### src/rtl/pit_pkg.sv
// Interval timer shared types
`default_nettype none

package pit_pkg;

    typedef logic [7:0] byte_t;

    // Bit 16 only set for a loaded 65536
    typedef logic [16:0] count_t;

    // Read/load field, control word bits 5:4
    typedef logic [1:0] access_t;

    localparam access_t ACCESS_LATCH   = 2'd0;
    localparam access_t ACCESS_LSB     = 2'd1;
    localparam access_t ACCESS_MSB     = 2'd2;
    localparam access_t ACCESS_LSB_MSB = 2'd3;

    // Mode field, control word bits 3:1
    typedef logic [2:0] mode_field_t;

    localparam mode_field_t MODE_FIELD_RATE     = 3'd2;
    localparam mode_field_t MODE_FIELD_RATE_ALT = 3'd6;

    typedef enum logic {
        MODE_TERMINAL,
        MODE_RATE
    } count_mode_t;

endpackage

`default_nettype wire
### src/rtl/pit_count_if.sv
// Count state link
`timescale 1ns/100ps
`default_nettype none

interface pit_count_if;

    logic            count_edge;
    pit_pkg::count_t count;
    pit_pkg::count_t next_count;
    logic            gate_active;

    modport engine (
        output count_edge, count, next_count, gate_active
    );

    modport sink (
        input count_edge, count, next_count, gate_active
    );

endinterface

`default_nettype wire

### src/rtl/pit_config_if.sv
// Programmed configuration link
`timescale 1ns/100ps
`default_nettype none

interface pit_config_if;

    pit_pkg::count_mode_t mode;
    logic                 counting;
    pit_pkg::count_t      preset;
    logic                 load;

    modport port (
        output mode, counting, preset, load
    );

    modport sink (
        input mode, counting, preset, load
    );

endinterface

`default_nettype wire

### src/rtl/pit_counter.sv
// Interval timer counter channel
`timescale 1ns/100ps
`default_nettype none

module pit_counter (
    input  wire logic           clock,
    input  wire logic           reset,
    input  wire pit_pkg::byte_t data_in,
    input  wire logic           write_control,
    input  wire logic           write_counter,
    input  wire logic           read_counter,
    input  wire logic           counter_clock,
    input  wire logic           counter_gate,
    output      pit_pkg::byte_t read_data,
    output      logic           counter_out
);

    pit_config_if cfg_if ();
    pit_count_if  cnt_if ();

    pit_bus_port i_bus_port (
        .clock         (clock),
        .reset         (reset),
        .data_in       (data_in),
        .write_control (write_control),
        .write_counter (write_counter),
        .read_counter  (read_counter),
        .read_data     (read_data),
        .cfg           (cfg_if.port),
        .cnt           (cnt_if.sink)
    );

    pit_count_engine i_count_engine (
        .clock         (clock),
        .reset         (reset),
        .counter_clock (counter_clock),
        .counter_gate  (counter_gate),
        .cfg           (cfg_if.sink),
        .cnt           (cnt_if.engine)
    );

    pit_out_driver i_out_driver (
        .clock       (clock),
        .reset       (reset),
        .counter_out (counter_out),
        .cfg         (cfg_if.sink),
        .cnt         (cnt_if.sink)
    );

endmodule

`default_nettype wire

### src/rtl/pit_out_driver.sv
// Timer output driver
`timescale 1ns/100ps
`default_nettype none

module pit_out_driver (
    input  wire logic  clock,
    input  wire logic  reset,
    output logic       counter_out,
    pit_config_if.sink cfg,
    pit_count_if.sink  cnt
);

    logic rate_mode;

    assign rate_mode = (cfg.mode == pit_pkg::MODE_RATE);

    always_ff @(posedge clock or posedge reset) begin
        if (reset) begin
            counter_out <= 1'b0;
        end else if (!cfg.counting) begin
            // Idle level depends on mode
            counter_out <= rate_mode;
        end else if (rate_mode) begin
            if (!cnt.gate_active)
                counter_out <= 1'b1;
            else if (cnt.count_edge)
                counter_out <= (cnt.next_count != 17'd1);
        end else if (cnt.count_edge) begin
            // Terminal count, high once zero is reached
            counter_out <= (cnt.next_count == '0);
        end
    end

endmodule

`default_nettype wire

### src/rtl/pit_count_engine.sv
// Timer count engine
`timescale 1ns/100ps
`default_nettype none

module pit_count_engine (
    input  wire logic  clock,
    input  wire logic  reset,
    input  wire logic  counter_clock,
    input  wire logic  counter_gate,
    pit_config_if.sink cfg,
    pit_count_if.engine cnt
);

    logic            clock_q;
    logic            clock_qq;
    logic            count_edge;
    logic            gate_q;
    logic            gate_prev;
    logic            gate_rise;
    logic            load_pending;
    logic            take_load;
    pit_pkg::count_t count_q;
    pit_pkg::count_t dec_count;
    pit_pkg::count_t next_count;

    always_ff @(posedge clock or posedge reset) begin
        if (reset) begin
            clock_q  <= 1'b0;
            clock_qq <= 1'b0;
            gate_q   <= 1'b0;
        end else begin
            clock_q  <= counter_clock;
            clock_qq <= clock_q;
            gate_q   <= counter_gate;
        end
    end

    assign count_edge = clock_qq && !clock_q;

    // Falls tracked at once, rises only at a count edge
    always_ff @(posedge clock or posedge reset) begin
        if (reset)
            gate_prev <= 1'b0;
        else if (count_edge || gate_prev)
            gate_prev <= gate_q;
    end

    assign gate_rise = gate_q && !gate_prev;

    always_ff @(posedge clock or posedge reset) begin
        if (reset)
            load_pending <= 1'b0;
        else if (count_edge)
            load_pending <= 1'b0;
        else if (cfg.load)
            load_pending <= 1'b1;
    end

    assign take_load = load_pending || cfg.load;
    assign dec_count = (count_q == '0) ? '0 : count_q - 17'd1;

    always_comb begin
        next_count = dec_count;
        if (cfg.mode == pit_pkg::MODE_TERMINAL && take_load)
            next_count = cfg.preset;
        else if (cfg.mode == pit_pkg::MODE_RATE && gate_rise)
            next_count = cfg.preset;
        else if (!gate_q)
            next_count = count_q;
        else if (cfg.mode == pit_pkg::MODE_RATE && dec_count == '0)
            next_count = cfg.preset;
    end

    always_ff @(posedge clock or posedge reset) begin
        if (reset)
            count_q <= '0;
        else if (!cfg.counting)
            count_q <= '0;
        else if (count_edge)
            count_q <= next_count;
    end

    assign cnt.count_edge  = count_edge;
    assign cnt.count       = count_q;
    assign cnt.next_count  = next_count;
    assign cnt.gate_active = gate_q && gate_prev;

endmodule

`default_nettype wire

### src/rtl/pit_bus_port.sv
// Timer bus port
`timescale 1ns/100ps
`default_nettype none

module pit_bus_port (
    input  wire logic            clock,
    input  wire logic            reset,
    input  wire pit_pkg::byte_t  data_in,
    input  wire logic            write_control,
    input  wire logic            write_counter,
    input  wire logic            read_counter,
    output      pit_pkg::byte_t  read_data,
    pit_config_if.port           cfg,
    pit_count_if.sink            cnt
);

    pit_pkg::access_t     access_field;
    pit_pkg::mode_field_t mode_field;
    pit_pkg::count_mode_t decoded_mode;
    pit_pkg::access_t     access_q;
    pit_pkg::count_mode_t mode_q;
    logic                 is_latch;
    logic                 update_config;
    logic                 last_byte;
    logic                 write_msb;
    logic                 read_msb;
    logic                 prev_read;
    logic                 read_fall;
    logic                 latched;
    logic                 counting_q;
    logic                 load_q;
    pit_pkg::byte_t       preset_lsb;
    pit_pkg::byte_t       preset_msb;
    logic [15:0]          preset_raw;
    logic [15:0]          snapshot;

    assign access_field  = data_in[5:4];
    assign mode_field    = data_in[3:1];
    assign is_latch      = write_control && (access_field == pit_pkg::ACCESS_LATCH);
    assign update_config = write_control && (access_field != pit_pkg::ACCESS_LATCH);
    assign decoded_mode  = (mode_field == pit_pkg::MODE_FIELD_RATE ||
                            mode_field == pit_pkg::MODE_FIELD_RATE_ALT) ?
                           pit_pkg::MODE_RATE : pit_pkg::MODE_TERMINAL;
    assign last_byte     = (access_q != pit_pkg::ACCESS_LSB_MSB) || write_msb;
    assign read_fall     = prev_read && !read_counter;

    always_ff @(posedge clock or posedge reset) begin
        if (reset) begin
            access_q   <= pit_pkg::ACCESS_LSB_MSB;
            mode_q     <= pit_pkg::MODE_TERMINAL;
            write_msb  <= 1'b0;
            read_msb   <= 1'b0;
            prev_read  <= 1'b0;
            latched    <= 1'b0;
            counting_q <= 1'b0;
            load_q     <= 1'b0;
            snapshot   <= '0;
        end else begin
            prev_read <= read_counter;
            load_q    <= write_counter && last_byte;
            if (update_config) begin
                access_q   <= access_field;
                mode_q     <= decoded_mode;
                write_msb  <= (access_field == pit_pkg::ACCESS_MSB);
                read_msb   <= (access_field == pit_pkg::ACCESS_MSB);
                counting_q <= 1'b0;
            end else begin
                if (write_counter) begin
                    if (access_q == pit_pkg::ACCESS_LSB_MSB)
                        write_msb <= !write_msb;
                    // A partial rewrite stops mode 0 but not mode 2
                    if (last_byte)
                        counting_q <= 1'b1;
                    else if (mode_q == pit_pkg::MODE_TERMINAL)
                        counting_q <= 1'b0;
                end
                if (read_fall && access_q == pit_pkg::ACCESS_LSB_MSB)
                    read_msb <= !read_msb;
            end
            if (is_latch)
                latched <= 1'b1;
            else if (read_fall && (access_q != pit_pkg::ACCESS_LSB_MSB || read_msb))
                latched <= 1'b0;
            if (!latched)
                snapshot <= cnt.count[15:0];
        end
    end

    always_ff @(posedge clock or posedge reset) begin
        if (reset) begin
            preset_lsb <= '0;
            preset_msb <= '0;
        end else if (write_counter) begin
            if (write_msb)
                preset_msb <= data_in;
            else
                preset_lsb <= data_in;
        end
    end

    always_comb begin
        case (access_q)
            pit_pkg::ACCESS_LSB: preset_raw = {8'h00, preset_lsb};
            pit_pkg::ACCESS_MSB: preset_raw = {preset_msb, 8'h00};
            default:             preset_raw = {preset_msb, preset_lsb};
        endcase
    end

    // Zero preset stands for 65536
    assign cfg.preset   = (preset_raw == 16'h0000) ? {1'b1, 16'h0000} : {1'b0, preset_raw};
    assign cfg.mode     = mode_q;
    assign cfg.counting = counting_q;
    assign cfg.load     = load_q;

    assign read_data = read_msb ? snapshot[15:8] : snapshot[7:0];

endmodule

`default_nettype wire

### config.mk
export PLATFORM = sky130hd
export DESIGN_NAME = pit_counter
export DESIGN_NICKNAME = d
export VERILOG_FILES = /design/src/rtl/pit_pkg.sv /design/src/rtl/pit_count_if.sv /design/src/rtl/pit_config_if.sv /design/src/rtl/pit_counter.sv /design/src/rtl/pit_out_driver.sv /design/src/rtl/pit_count_engine.sv /design/src/rtl/pit_bus_port.sv
export SDC_FILE = /design/constraint.sdc
export NUM_CORES = 1
export LEC_CHECK = 0
export BUFFER_PORTS_ARGS = -buffer_cell sky130_fd_sc_hd__clkbuf_2
export CAP_MARGIN = 20
export CORE_AREA = 2 2 89 91
export CTS_CLUSTER_DIAMETER = 200
export CTS_CLUSTER_SIZE = 10
export DETAILED_ROUTE_END_ITERATION = 12
export DIE_AREA = 0 0 91 93
export GPL_TIMING_DRIVEN = 0
export PLACE_DENSITY = 0.71
export SETUP_SLACK_MARGIN = 0.3
export SLEW_MARGIN = 10
export SYNTH_ARGS = -nofsm -noshare
export SYNTH_HDL_FRONTEND = slang
export SYNTH_SLANG_ARGS = --single-unit
### constraint.sdc
create_clock -name clock -period 5.1 [get_ports clock]
set_input_delay 1.02 -clock clock [delete_from_list [all_inputs] [get_ports clock]]
set_output_delay 1.02 -clock clock [all_outputs]
set_load 0.02 [all_outputs]
== Word-level counts from Yosys, hierarchy flattened ==
Index checks and enable logic that the tools add are counted.

* Word-level logic and storage cells: 100
* Input bits: 15
* Register bits after elaboration: 64
* Output and inout bits: 9

* $add $sub $neg: 1
* Multiplexer cells: 29
* Bitwise gates (word level): 2
* Reductions and logical operators: 38
* Equality and inequality tests: 12

{| class="wikitable"
|+ Operator list
! operator !! number
|-
| 2-to-1 mux 17 bit || 8
|-
| zero test 17 bit || 3
|-
| case mux 16 bit (2 select lines) || 1
|-
| 2-to-1 mux 1 bit || 19
|-
| != test 17 x 1 -> 1 bit, second input constant || 1
|-
| subtractor 17 x 1 -> 17 bit, second input constant || 1
|-
| zero test 16 bit || 1
|-
| logical AND 1 bit || 12
|-
| nonzero test 2 bit || 6
|-
| AND reduction 2 bit || 5
|-
| 2-to-1 mux 8 bit || 1
|-
| == test 2 bit, second input constant || 3
|-
| != test 3 bit, second input constant || 2
|-
| zero test 1 bit || 5
|-
| logical OR 1 bit || 5
|-
| == test 3 x 2 -> 1 bit, second input constant || 1
|-
| == test 3 bit, second input constant || 1
|-
| != test 3 x 1 -> 1 bit, second input constant || 1
|-
| == test 2 x 1 -> 1 bit, second input constant || 1
|-
| zero test 2 bit || 1
|-
| != test 2 x 1 -> 1 bit, second input constant || 1
|-
| != test 2 bit, second input constant || 1
|-
| NOT 1 bit || 2
|}

== Logic depth before layout (Yosys ltp) ==
Gate-level depths: netlist of the first run.

* Word-level depth: 13
* Gate-level depth with buffers: 11
* Depth with buffers taken out: 11

== By module ==
From an unflattened synthesis of the first run, not the netlist that was laid out.

* Cell total of the unflattened synthesis: 393
* Area total of the unflattened synthesis: 3,900.0 um^2

{| class="wikitable"
|+ Modules (own cells, without submodules)
! module !! area an instance (um^2) !! sequential area each (um^2) !! cells each !! times used
|-
| pit_bus_port || 1,920.6 || 1,028.5 || 143 || 1
|-
| pit_count_engine || 1,865.5 || 550.5 || 235 || 1
|-
| pit_out_driver || 113.9 || 25.0 || 15 || 1
|}

== Worst setup path before layout of the first run ==
No wires, ideal clock.

* Path kind: flip-flop to flip-flop
* Start: register i_count_engine.count_q[0], in the netlist i_count_engine.cnt.count[0]
* End: register i_out_driver.counter_out
* Buffers on the path: 0
* Arrival time: 2.864 ns
* Required time: 4.973 ns
* Setup time: 0.127 ns
* Period minus slack after synthesis: 2.992 ns
* Cell stages (with the launch flop): 12
* Path slack: 2.108 ns
* Cell sequence: dfrtp_1 inv_1 ha_1 or3b_1 or3_4 xnor2_1 nor4_1 a41oi_2 o21ai_2 a2111oi_2 nand4_1 mux2i_1

* Word-level cells in the longest chain between the ends: 13
* Elaborated cells on any way between the ends: 16
* Classes of those cells: add/sub (1); eq/ne (1); mux (10); reduce/logical (4)

{| class="wikitable"
|+ RTL lines
! element !! RTL line !! text
|-
| start: declaration || pit_count_engine.sv:22 || <nowiki>pit_pkg::count_t count_q;</nowiki>
|-
| start signal: assignment || pit_count_engine.sv:80 || <nowiki>count_q <= next_count;</nowiki>
|-
| subtractor 17 x 1 -> 17 bit / zero test 17 bit (equally long branches) || pit_count_engine.sv:60 || <nowiki>assign dec_count = (count_q == '0) ? '0 : count_q - 17'd1;</nowiki>
|-
| 2-to-1 mux 17 bit || pit_count_engine.sv:60 ||
|-
| zero test 17 bit || pit_count_engine.sv:70 || <nowiki>else if (cfg.mode == pit_pkg::MODE_RATE && dec_count == '0)</nowiki>
|-
| logical AND 1 bit || pit_count_engine.sv:70 ||
|-
| 2-to-1 mux 17 bit || pit_count_engine.sv:70 ||
|-
| 2-to-1 mux 17 bit * || pit_count_engine.sv:68 || <nowiki>else if (!gate_q)</nowiki>
|-
| 2-to-1 mux 17 bit * || pit_count_engine.sv:66 || <nowiki>else if (cfg.mode == pit_pkg::MODE_RATE && gate_rise)</nowiki>
|-
| 2-to-1 mux 17 bit * || pit_count_engine.sv:64 || <nowiki>if (cfg.mode == pit_pkg::MODE_TERMINAL && take_load)</nowiki>
|-
| != test 17 x 1 -> 1 bit || pit_out_driver.sv:27 || <nowiki>counter_out <= (cnt.next_count != 17'd1);</nowiki>
|-
| 2-to-1 mux 1 bit || pit_out_driver.sv:26 || <nowiki>else if (cnt.count_edge)</nowiki>
|-
| 2-to-1 mux 1 bit || pit_out_driver.sv:24 || <nowiki>if (!cnt.gate_active)</nowiki>
|-
| 2-to-1 mux 1 bit * || pit_out_driver.sv:23 || <nowiki>end else if (rate_mode) begin</nowiki>
|-
| 2-to-1 mux 1 bit * || pit_out_driver.sv:20 || <nowiki>end else if (!cfg.counting) begin</nowiki>
|-
| end signal: assignment || pit_out_driver.sv:22 || <nowiki>counter_out <= rate_mode;</nowiki>
|-
| end signal: assignment || pit_out_driver.sv:27 ||
|-
| end signal: assignment || pit_out_driver.sv:30 || <nowiki>counter_out <= (cnt.next_count == '0);</nowiki>
|-
| end: declaration || pit_out_driver.sv:8 || <nowiki>output logic counter_out,</nowiki>
|}

Mark *: on every way between the ends. The rest lies on a longest branch, timed or not. The select of a mux whose other input is x is not followed.
A chain may end at the register's enable or synchronous reset.

== Worst setup path in the final report of the first run ==
* Start: register i_count_engine.count_q[1], in the netlist i_count_engine.cnt.count[1]
* End: register i_out_driver.counter_out

The elaborated chain is that of the path after synthesis.

==> reports/metrics.cfg, run 1 <==
[clocking]
cts_sinks=64
cts_tree=built
clkTransAtPathRegs_ps=80
ctsResizeCount=0
numCtsBuffers=9
root_buffer=clkbuf_8
cts_setup_buffers=0
cts_max_path_buffers=2
clock_latency_ps=340
htreeDepth=3
cts_hold_buf=0

[sta]
setup-violations-final=0
setup_tns_ps=0
hold_slack_ps=396.8
max_freq_mhz=262.1
finalCritPeriodShare_pct=74.82
rsz0062_at_grt=no
slew_headroom_pct=30.49
tightest_slew_ps=1043
period_needed_ps=3816
finalHoldViolCount=0
skew_ps=8.906
drv_slew=0

[pwr]
ir_drop_uv=269.9
sw_frac_of_total_pct=36.08
p_clk_share_pct=30.1
power_density_nw_per_um2=410.4
seqPwrFrac_pct=35.5
p_leak_nw=1.926
p_switching_uw=662.7
p_int_mw=1.174
pwr-share-comb_pct=34.4

[global_routing]
grt_pass1_wl_um=18170
grt.total_usage_pct=28.14
antenna_found_initial=0
grt.overflow.total=0
first_global_vias=3390
grt_max_degree=65

[place]
io_buffer_count=23
dp_hpwl_um=8515
dp_cells=545
gp_congestion=1.012

[outcome]
outcome=complete, no violations

[floorplan]
fp.dieArea_um2=8463
start_util_pct=52.84
rows=32
die_width_um=91
die_h_um=93
fp.coreArea_um2=7527
ios=24

[route]
highest_layer=met4
drc=0
viasPerCell=6.314
first_pass_iters=5
routed_wl_um=11340
met1_length_um=4674
vias=3542
wl_met2_um=5468
route.met3.wl_um=735
ant_nets=0
wl_per_cell_um=20.21
drt_iter0_drc=303

[yosys]
synth-main-ff-cell=dfrtp_1
synth-edff-count=0
synth_cell_types=68
seq_area_frac_synth_pct=40.33
yosys-top-cells-area=dfrtp_1, mux2_2, o21ai_0
ys_warn_count=0
synth_area_um2=3978
synth_top_area_share_pct=39.01
ys_async_sr_fraction_pct=100.0
yosys-top-cells-count=dfrtp_1, nand2_1, mux2_2
synth_top_cell_by_area=dfrtp_1
synth_nets=440
yosysMostFrequentCell=dfrtp_1
syn_area_per_cell_um2=9.470
synth_seq_cells=64
syn-instance-count=420

[cells_and_area]
nNetsFinal=474
area_delta_synth_final_pct=12.52
drive_above_1_share_pct=23.53
fillers=704
diodes=0
layoutNonFillerInstCount=561

[critical_path]
end_kind=register
reg2reg_from=i_count_engine.cnt.count[1]$_DFFE_PP0P_
worstReg2RegEnd=i_out_driver.counter_out$_DFFE_PP0P_
rr_worst_depth=11
worstPathRequired_ps=5370
crit_type=reg -> reg
start_kind=register
cp_max_fo=6
crit_arrival_ps=4080
r2r_setup_slack_ps=1280

[min_path]
holdCritPathClass=reg -> reg
min_path_cells=0
hold_end=i_count_engine.clock_qq$_DFF_PP0_
min_from=i_count_engine.clock_q$_DFF_PP0_

[job]
max-cap-violations=0

==> per-stage QoR <==
| stage | total power [mW] | worst slack, ps | cell area [um^2] | util, % |
|---|---|---|---|---|
| final | 1.837 | 1284 | 4476 | 59.46 |
| after global routing | 1.926 | 1103 | 4476 | 59.46 |
| after CTS | 1.836 | 1332 | 4476 | 59.46 |
| after detailed placement | 1.277 | 1359 | 4223 | 56.10 |
| after global placement | 1.271 | 1401 | 4220 | 56.07 |
| after floorplan | 1.106 | 2108 | 3978 | - |
==> worst max-delay path by stage <==
stage	startpoint	end
final	i_count_engine.cnt.count[1]$_DFFE_PP0P_	i_out_driver.counter_out$_DFFE_PP0P_
after global routing	i_count_engine.cnt.count[1]$_DFFE_PP0P_	i_out_driver.counter_out$_DFFE_PP0P_
after CTS	i_count_engine.cnt.count[1]$_DFFE_PP0P_	i_out_driver.counter_out$_DFFE_PP0P_
after detailed placement	i_count_engine.cnt.count[1]$_DFFE_PP0P_	i_out_driver.counter_out$_DFFE_PP0P_
after global placement	i_count_engine.cnt.count[1]$_DFFE_PP0P_	i_out_driver.counter_out$_DFFE_PP0P_
after floorplan	i_count_engine.cnt.count[0]$_DFFE_PP0P_	i_out_driver.counter_out$_DFFE_PP0P_
==> power groups by stage <==
stage	sequential [mW]	combinational (mW)	clock, mW
final	0.653	0.631	0.553
after global routing	0.661	0.680	0.586
after CTS	0.650	0.620	0.566
after detailed placement	0.659	0.617	0
after global placement	0.655	0.617	0
after floorplan	0.635	0.471	0
==> layout by cell type (no fill, tap or decap), drive strengths merged, types with 4 or more instances in the layout <==
| cell type | n |
|---|---|
| a22oi | 6 |
| inv | 13 |
| buf | 12 |
| nand2 | 39 |
| a31oi | 4 |
| clkbuf | 47 |
| nor2 | 32 |
| nor4 | 14 |
| or2 | 6 |
| mux2i | 4 |
| a21o | 4 |
| o21ai | 33 |
| xnor2 | 7 |
| or3 | 7 |
| a21oi | 28 |
| o31ai | 5 |
| ha | 5 |
| nand4 | 6 |
| o21a | 4 |
| dfrtp | 62 |
| nor3 | 12 |
| mux2 | 35 |
| o31a | 4 |
| nand3 | 9 |
==> cell type report <==
class	instances	area, um^2	share of cell area (%)
buffer	26	127.6	2.852
tap	102	127.6	2.852
timing repair buffer	23	115.1	2.572
multi-input combinational	316	2193	49.01
clock inverter	6	115.1	2.572
inverter	14	55.05	1.230
clock buffer	10	137.6	3.075
sequential	64	1604	35.84
==> per-layer routing <==
metal  vias to the layer above  GRT usage [%]
met5                         -              0
met2                       173          46.36
met3                        42          5.399
met4                         0          14.65
met1                      1712          35.34
li1                       1615              -
==> registers in the layout, indices dropped and copies added, names as in the netlist, 2 cells and up <==
register                  flops
i_bus_port.preset_lsb         8
i_bus_port.preset_msb         8
i_bus_port.access_q           2
i_bus_port.snapshot          16
i_count_engine.cnt.count     17
==> cells by family (layout without fill, tap and decap cells) <==
family,Yosys count,in the layout,share of synthesized area [%]
AO/OA/AOI/OAI,117,117,19.88
XOR/XNOR,9,9,1.982
adder cells (fa/ha/maj),5,5,1.573
buffers and inverters,40,79,4.530
flip-flops,64,64,40.33
multiplexers,39,39,10.92
AND/OR/NAND/NOR,146,146,20.79
==> worst max-delay path, stage by stage, from the launching register on <==
cell and delay, ps:
dfrtp_1 460, inv_1 220, ha_1 280, nor3b_2 460, nand3_1 290, xnor2_1 210, o31ai_1 560, a41oi_2 380
o31ai_2 410, a2111oi_2 80, nand4_1 170, mux2i_1 220
Power figures use the tool's default switching activity.
==> inputs of run 2 (changes only) <==
--- a/config.mk
+++ b/config.mk
@@ -13,7 +13,7 @@
 export DETAILED_ROUTE_END_ITERATION = 12
 export DIE_AREA = 0 0 91 93
 export GPL_TIMING_DRIVEN = 0
-export PLACE_DENSITY = 0.71
+export PLACE_DENSITY = 0.74
 export SETUP_SLACK_MARGIN = 0.3
 export SLEW_MARGIN = 10
 export SYNTH_ARGS = -nofsm -noshare
==> constraint.sdc (replaced) <==
create_clock -name clock -period 3.2 [get_ports clock]
set_input_delay 0.64 -clock clock [delete_from_list [all_inputs] [get_ports clock]]
set_output_delay 0.64 -clock clock [all_outputs]
set_load 0.02 [all_outputs]
==> reports/metrics.cfg, run 2 (synthesis results as in run 1) <==
[min_path]
hold_end=i_count_engine.clock_q$_DFF_PP0_
min_path_cells=1
holdCritPathClass=in -> reg
min_from=counter_clock

[critical_path]
cp_max_fo=4
slowest_stage=or4_1
crit_family=compound AO/OA/AOI/OAI gates
crit_type=reg -> reg
crit_arrival_ps=3430
worstReg2RegEnd=i_out_driver.counter_out$_DFFE_PP0P_
start_kind=register
slowest_delay_ps=560
rr_worst_depth=10
worstPathRequired_ps=3450
end_kind=register
reg2reg_from=i_count_engine.cnt.count[0]$_DFFE_PP0P_
cp_num_buf_inv=1
r2r_setup_slack_ps=10
crit_chain=buf_4 > or4_1 > a21oi_1 > a221oi_1 > a41o_1 > a41oi_4 > o21ai_2 > a2111oi_2 > nand4_1 > mux2i_1

[sta]
finalHoldViolCount=0
rsz0062_at_grt=yes
drv_slew=0
setup-violations-final=0
finalCritPeriodShare_pct=99.53
tightest_slew_ps=787.0
period_needed_ps=3185
skew_ps=10.29
max_freq_mhz=314.0
slew_headroom_pct=46.85

[cells_and_area]
area_delta_synth_final_pct=22.93
diodes=0
drive_above_1_share_pct=33.60
regArea_um2=1607
final_common_cell=dfrtp_1
postLayoutCellArea_um2=4890
fillers=656
largest_reg_flops=17
final_cell_mix=dfrtp_1, nand2_1, mux2_2
multiInputGateArea_um2=2397
fin_util_pct=64.96
nNetsFinal=506

[clocking]
cts_max_path_buffers=2
clkTransAtPathRegs_ps=90
numCtsBuffers=9
clock_latency_ps=360
cts_sinks=64
root_buffer=clkbuf_8
htreeDepth=3
cts_tree=built

[pwr]
ir_drop_uv=326.4
p_leak_nw=2.105
power_density_nw_per_um2=617.3

[floorplan]
die_width_um=91
fp.dieArea_um2=8463
rows=32
start_util_pct=52.84
ios=24
die_h_um=93
fp.coreArea_um2=7527

[outcome]
outcome=complete, no violations

[place]
gp_congestion=0.9581
dpl-instance-area_um2=4242
dp_hpwl_um=8494
io_buffer_count=23

[route]
vias=3696
routed_wl_um=12200
viasPerCell=6.233
wl_per_cell_um=20.58
drc=0
ant_nets=0
drt_iter0_drc=324
first_pass_iters=5

[global_routing]
grt_pass1_wl_um=19020
first_global_vias=3647
antenna_found_initial=0
grt.total_usage_pct=29.27
grt_max_degree=65
grt.overflow.total=0

[job]
max-cap-violations=0

[run 2: cell count changes in the layout (fill, tap and decap cells not counted), sizes merged]
cell,change
buf,+32
clkinvlp,+1
inv,+3
bufinv,-3
clkbuf,-1
[run 2: worst max-delay path by stage]
stage / slack (ps) / from / cells after the start / endpoint
floorplan: 310 / i_count_engine.cnt.count[0]$_DFFE_PP0P_ / 11 / i_out_driver.counter_out$_DFFE_PP0P_
global placement: -480 / i_count_engine.cnt.count[1]$_DFFE_PP0P_ / 11 / i_out_driver.counter_out$_DFFE_PP0P_
detailed placement: -470 / i_count_engine.cnt.count[1]$_DFFE_PP0P_ / 11 / i_out_driver.counter_out$_DFFE_PP0P_
CTS: 100 / i_count_engine.cnt.count[0]$_DFFE_PP0P_ / 11 / i_out_driver.counter_out$_DFFE_PP0P_
global route: 8 / i_count_engine.cnt.count[0]$_DFFE_PP0P_ / 13 / i_out_driver.counter_out$_DFFE_PP0P_
finish: 10 / i_count_engine.cnt.count[0]$_DFFE_PP0P_ / 10 / i_out_driver.counter_out$_DFFE_PP0P_
[run 2: per-stage QoR]
step                      cells  TNS (ps)  power, mW  hold slack (ps)  setup WS (ps)
final                       593         0      3.018            377.0          14.88
after global routing        593         0      3.158            369.0          7.563
after CTS                   574         0      2.813            371.7          103.5
after detailed placement    545     -2742      2.048            383.4         -466.7
after global placement      545     -3033      2.038            378.1         -478.1
after floorplan             420         0      1.772            366.4          306.3
[run 2: routing by layer]
metal  wire [um]  GRT usage [%]  share of wire [%]  up-vias
met4         477          14.39                3.9        0
met5           0              0                  0        -
li1            -              -                  -     1692
met3         670          6.044                5.5       50
met2        5850          49.38                 48      154
met1        5204          35.86                 43     1800
[run 2: what timing repair did]
| action | in CTS | in global routing |
|---|---|---|
| hold buffers | 0 | 0 |
| endpoints found under the setup margin | 18 | 17 |
| pin swaps | 10 | 18 |
| gates resized for setup | 17 | 25 |
| buffers inserted | 13 | 19 |
[run 2: cell type report]
type,count,area share [%]
Multi-Input combinational cell,316,49.03
Sequential cell,64,32.86
Timing Repair Buffer,55,7.677
Buffer,26,2.866
Tap cell,102,2.610
Clock buffer,9,2.533
Clock inverter,7,1.254
Inverter,14,1.177
[run 2: where the power goes]
| group | internal (mW) | switching (mW) | leakage, nW |
|---|---|---|---|
| combinational | 0.576 | 0.729 | 1.20 |
| clock | 0.295 | 0.379 | 0.0888 |
| sequential | 0.927 | 0.112 | 0.812 |
==> inputs of run 3 (changes only) <==
--- a/config.mk
+++ b/config.mk
@@ -7,13 +7,13 @@
 export LEC_CHECK = 0
 export BUFFER_PORTS_ARGS = -buffer_cell sky130_fd_sc_hd__clkbuf_2
 export CAP_MARGIN = 20
-export CORE_AREA = 2 2 89 91
+export CORE_AREA = 2 2 119 121
 export CTS_CLUSTER_DIAMETER = 200
 export CTS_CLUSTER_SIZE = 10
 export DETAILED_ROUTE_END_ITERATION = 12
-export DIE_AREA = 0 0 91 93
+export DIE_AREA = 0 0 121 123
 export GPL_TIMING_DRIVEN = 0
-export PLACE_DENSITY = 0.74
+export PLACE_DENSITY = 0.42
 export SETUP_SLACK_MARGIN = 0.3
 export SLEW_MARGIN = 10
 export SYNTH_ARGS = -nofsm -noshare
==> reports/metrics.cfg, run 3 (synthesis results as in run 1) <==
[place]
dp_hpwl_um=9591
gp_congestion=0.8870
io_buffer_count=23
dpl-instance-area_um2=4359

[pwr]
p_leak_nw=2.139
ir_drop_uv=373.7
power_density_nw_per_um2=635.7

[global_routing]
grt.total_usage_pct=18.72
grt_pass1_wl_um=20780
first_global_vias=3598
grt_max_degree=38
antenna_found_initial=0
grt.overflow.total=0

[critical_path]
r2r_setup_slack_ps=100
reg2reg_from=i_count_engine.cnt.count[7]$_DFFE_PP0P_
slowest_stage=dfrtp_1
crit_type=reg -> reg
crit_chain=clkbuf_2 > or2_4 > nor4b_4 > buf_4 > and3_1 > o21ai_0 > a32o_1 > a211o_1 > and4bb_1 > nand4_1 > mux2i_1
end_kind=register
slowest_delay_ps=350
startpoint=i_count_engine.cnt.count[7]$_DFFE_PP0P_
cp_max_fo=8
cp_num_buf_inv=2
worstPathRequired_ps=3410
cp.depth=11
crit_path_end=i_out_driver.counter_out$_DFFE_PP0P_
crit_arrival_ps=3310
worstReg2RegEnd=i_out_driver.counter_out$_DFFE_PP0P_
start_kind=register
crit_family=simple AND/OR/NAND/NOR gates
rr_worst_depth=11

[sta]
drv_slew=0
slew_headroom_pct=51.41
setup_tns_ps=0
finalHoldViolCount=0
finalCritPeriodShare_pct=96.78
period_needed_ps=3097
skew_ps=4.493
rsz0062_at_grt=yes
setup-violations-final=0
tightest_slew_ps=728.9
max_freq_mhz=322.9
hold_slack_ps=272.7

[min_path]
holdCritPathClass=in -> async

[route]
vias=3580
wl_met2_um=6136
wl_per_cell_um=19.76
drc=0
ant_nets=0
route.met3.wl_um=669
viasPerCell=5.343
drt_iter0_drc=242
routed_wl_um=13240
first_pass_iters=4
met1_length_um=5970
highest_layer=met4

[clocking]
cts_tree=built
htreeDepth=3
cts_sinks=64
numCtsBuffers=9
root_buffer=clkbuf_16
clkTransAtPathRegs_ps=50
cts_max_path_buffers=2
clock_latency_ps=340
cts_hold_buf=0

[cells_and_area]
largest_reg_flops=17
multiInputGateArea_um2=2364
drive_above_1_share_pct=33.88
nNetsFinal=505
diodes=0
final_cell_mix=dfrtp_1, nand2_1, mux2_2
area_delta_synth_final_pct=26.64
fillers=1377
regArea_um2=1607
final_common_cell=dfrtp_1
postLayoutCellArea_um2=5037

[floorplan]
die_h_um=123
start_util_pct=29.22
rows=43
fp.coreArea_um2=13610
ios=24
fp.dieArea_um2=14880
die_width_um=121

[outcome]
outcome=complete, no violations

[job]
max-cap-violations=0

run 3: cell types whose count changed in the layout (fill, tap and decap cells not counted), sizes merged:
cell,change
clkbuf,+5
inv,-4
buf,-2
clkinv,+1
clkinvlp,-1
run 3: per-layer routing:
metal / global-route usage [%] / up-vias
li1: - / 1679
met3: 3.828 / 33
met1: 24.55 / 1744
met5: 0 / -
met2: 29.88 / 124
met4: 8.285 / 0
run 3: power by group:
part	switching (mW)	total, mW	internal (mW)
registers	0.122	1.05	0.930
logic	0.704	1.26	0.558
clock network	0.346	0.888	0.542
run 3: worst min path at each step:
| stage | slack, ps | endpoint |
|---|---|---|
| after CTS | 280 | i_bus_port.prev_read$_DFF_PP0_ |
| after floorplan | 370 | i_count_engine.clock_qq$_DFF_PP0_ |
| after detailed placement | 390 | i_count_engine.clock_qq$_DFF_PP0_ |
| after global placement | 380 | i_count_engine.clock_qq$_DFF_PP0_ |
| final | 270 | i_bus_port.prev_read$_DFF_PP0_ |
| after global routing | 310 | i_bus_port.prev_read$_DFF_PP0_ |
run 3: metrics by stage:
step / setup WS, ps / util [%] / total power, mW / cells
floorplan: 306.3 / - / 1.772 / 420
CTS: 100.8 / 36.31 / 3.158 / 665
finish: 103.1 / 37.01 / 3.202 / 670
global placement: -368.5 / 31.86 / 2.078 / 623
global route: -15.29 / 37.01 / 3.383 / 670
detailed placement: -433.8 / 32.03 / 2.087 / 624
run 3: layout make-up:
type | count | area share [%]
Clock buffer | 13 | 4.968
Sequential cell | 64 | 31.89
Tap cell | 180 | 4.471
Multi-Input combinational cell | 316 | 46.92
Clock inverter | 3 | 0.3477
Inverter | 14 | 1.192
Buffer | 26 | 2.981
Timing Repair Buffer | 54 | 7.228
run 3: repair_timing:
action | in CTS | in global routing
pin swaps | 15 | 7
endpoints found under the setup margin | 18 | 13
gates resized for setup | 29 | 16
setup buffers | 25 | 5
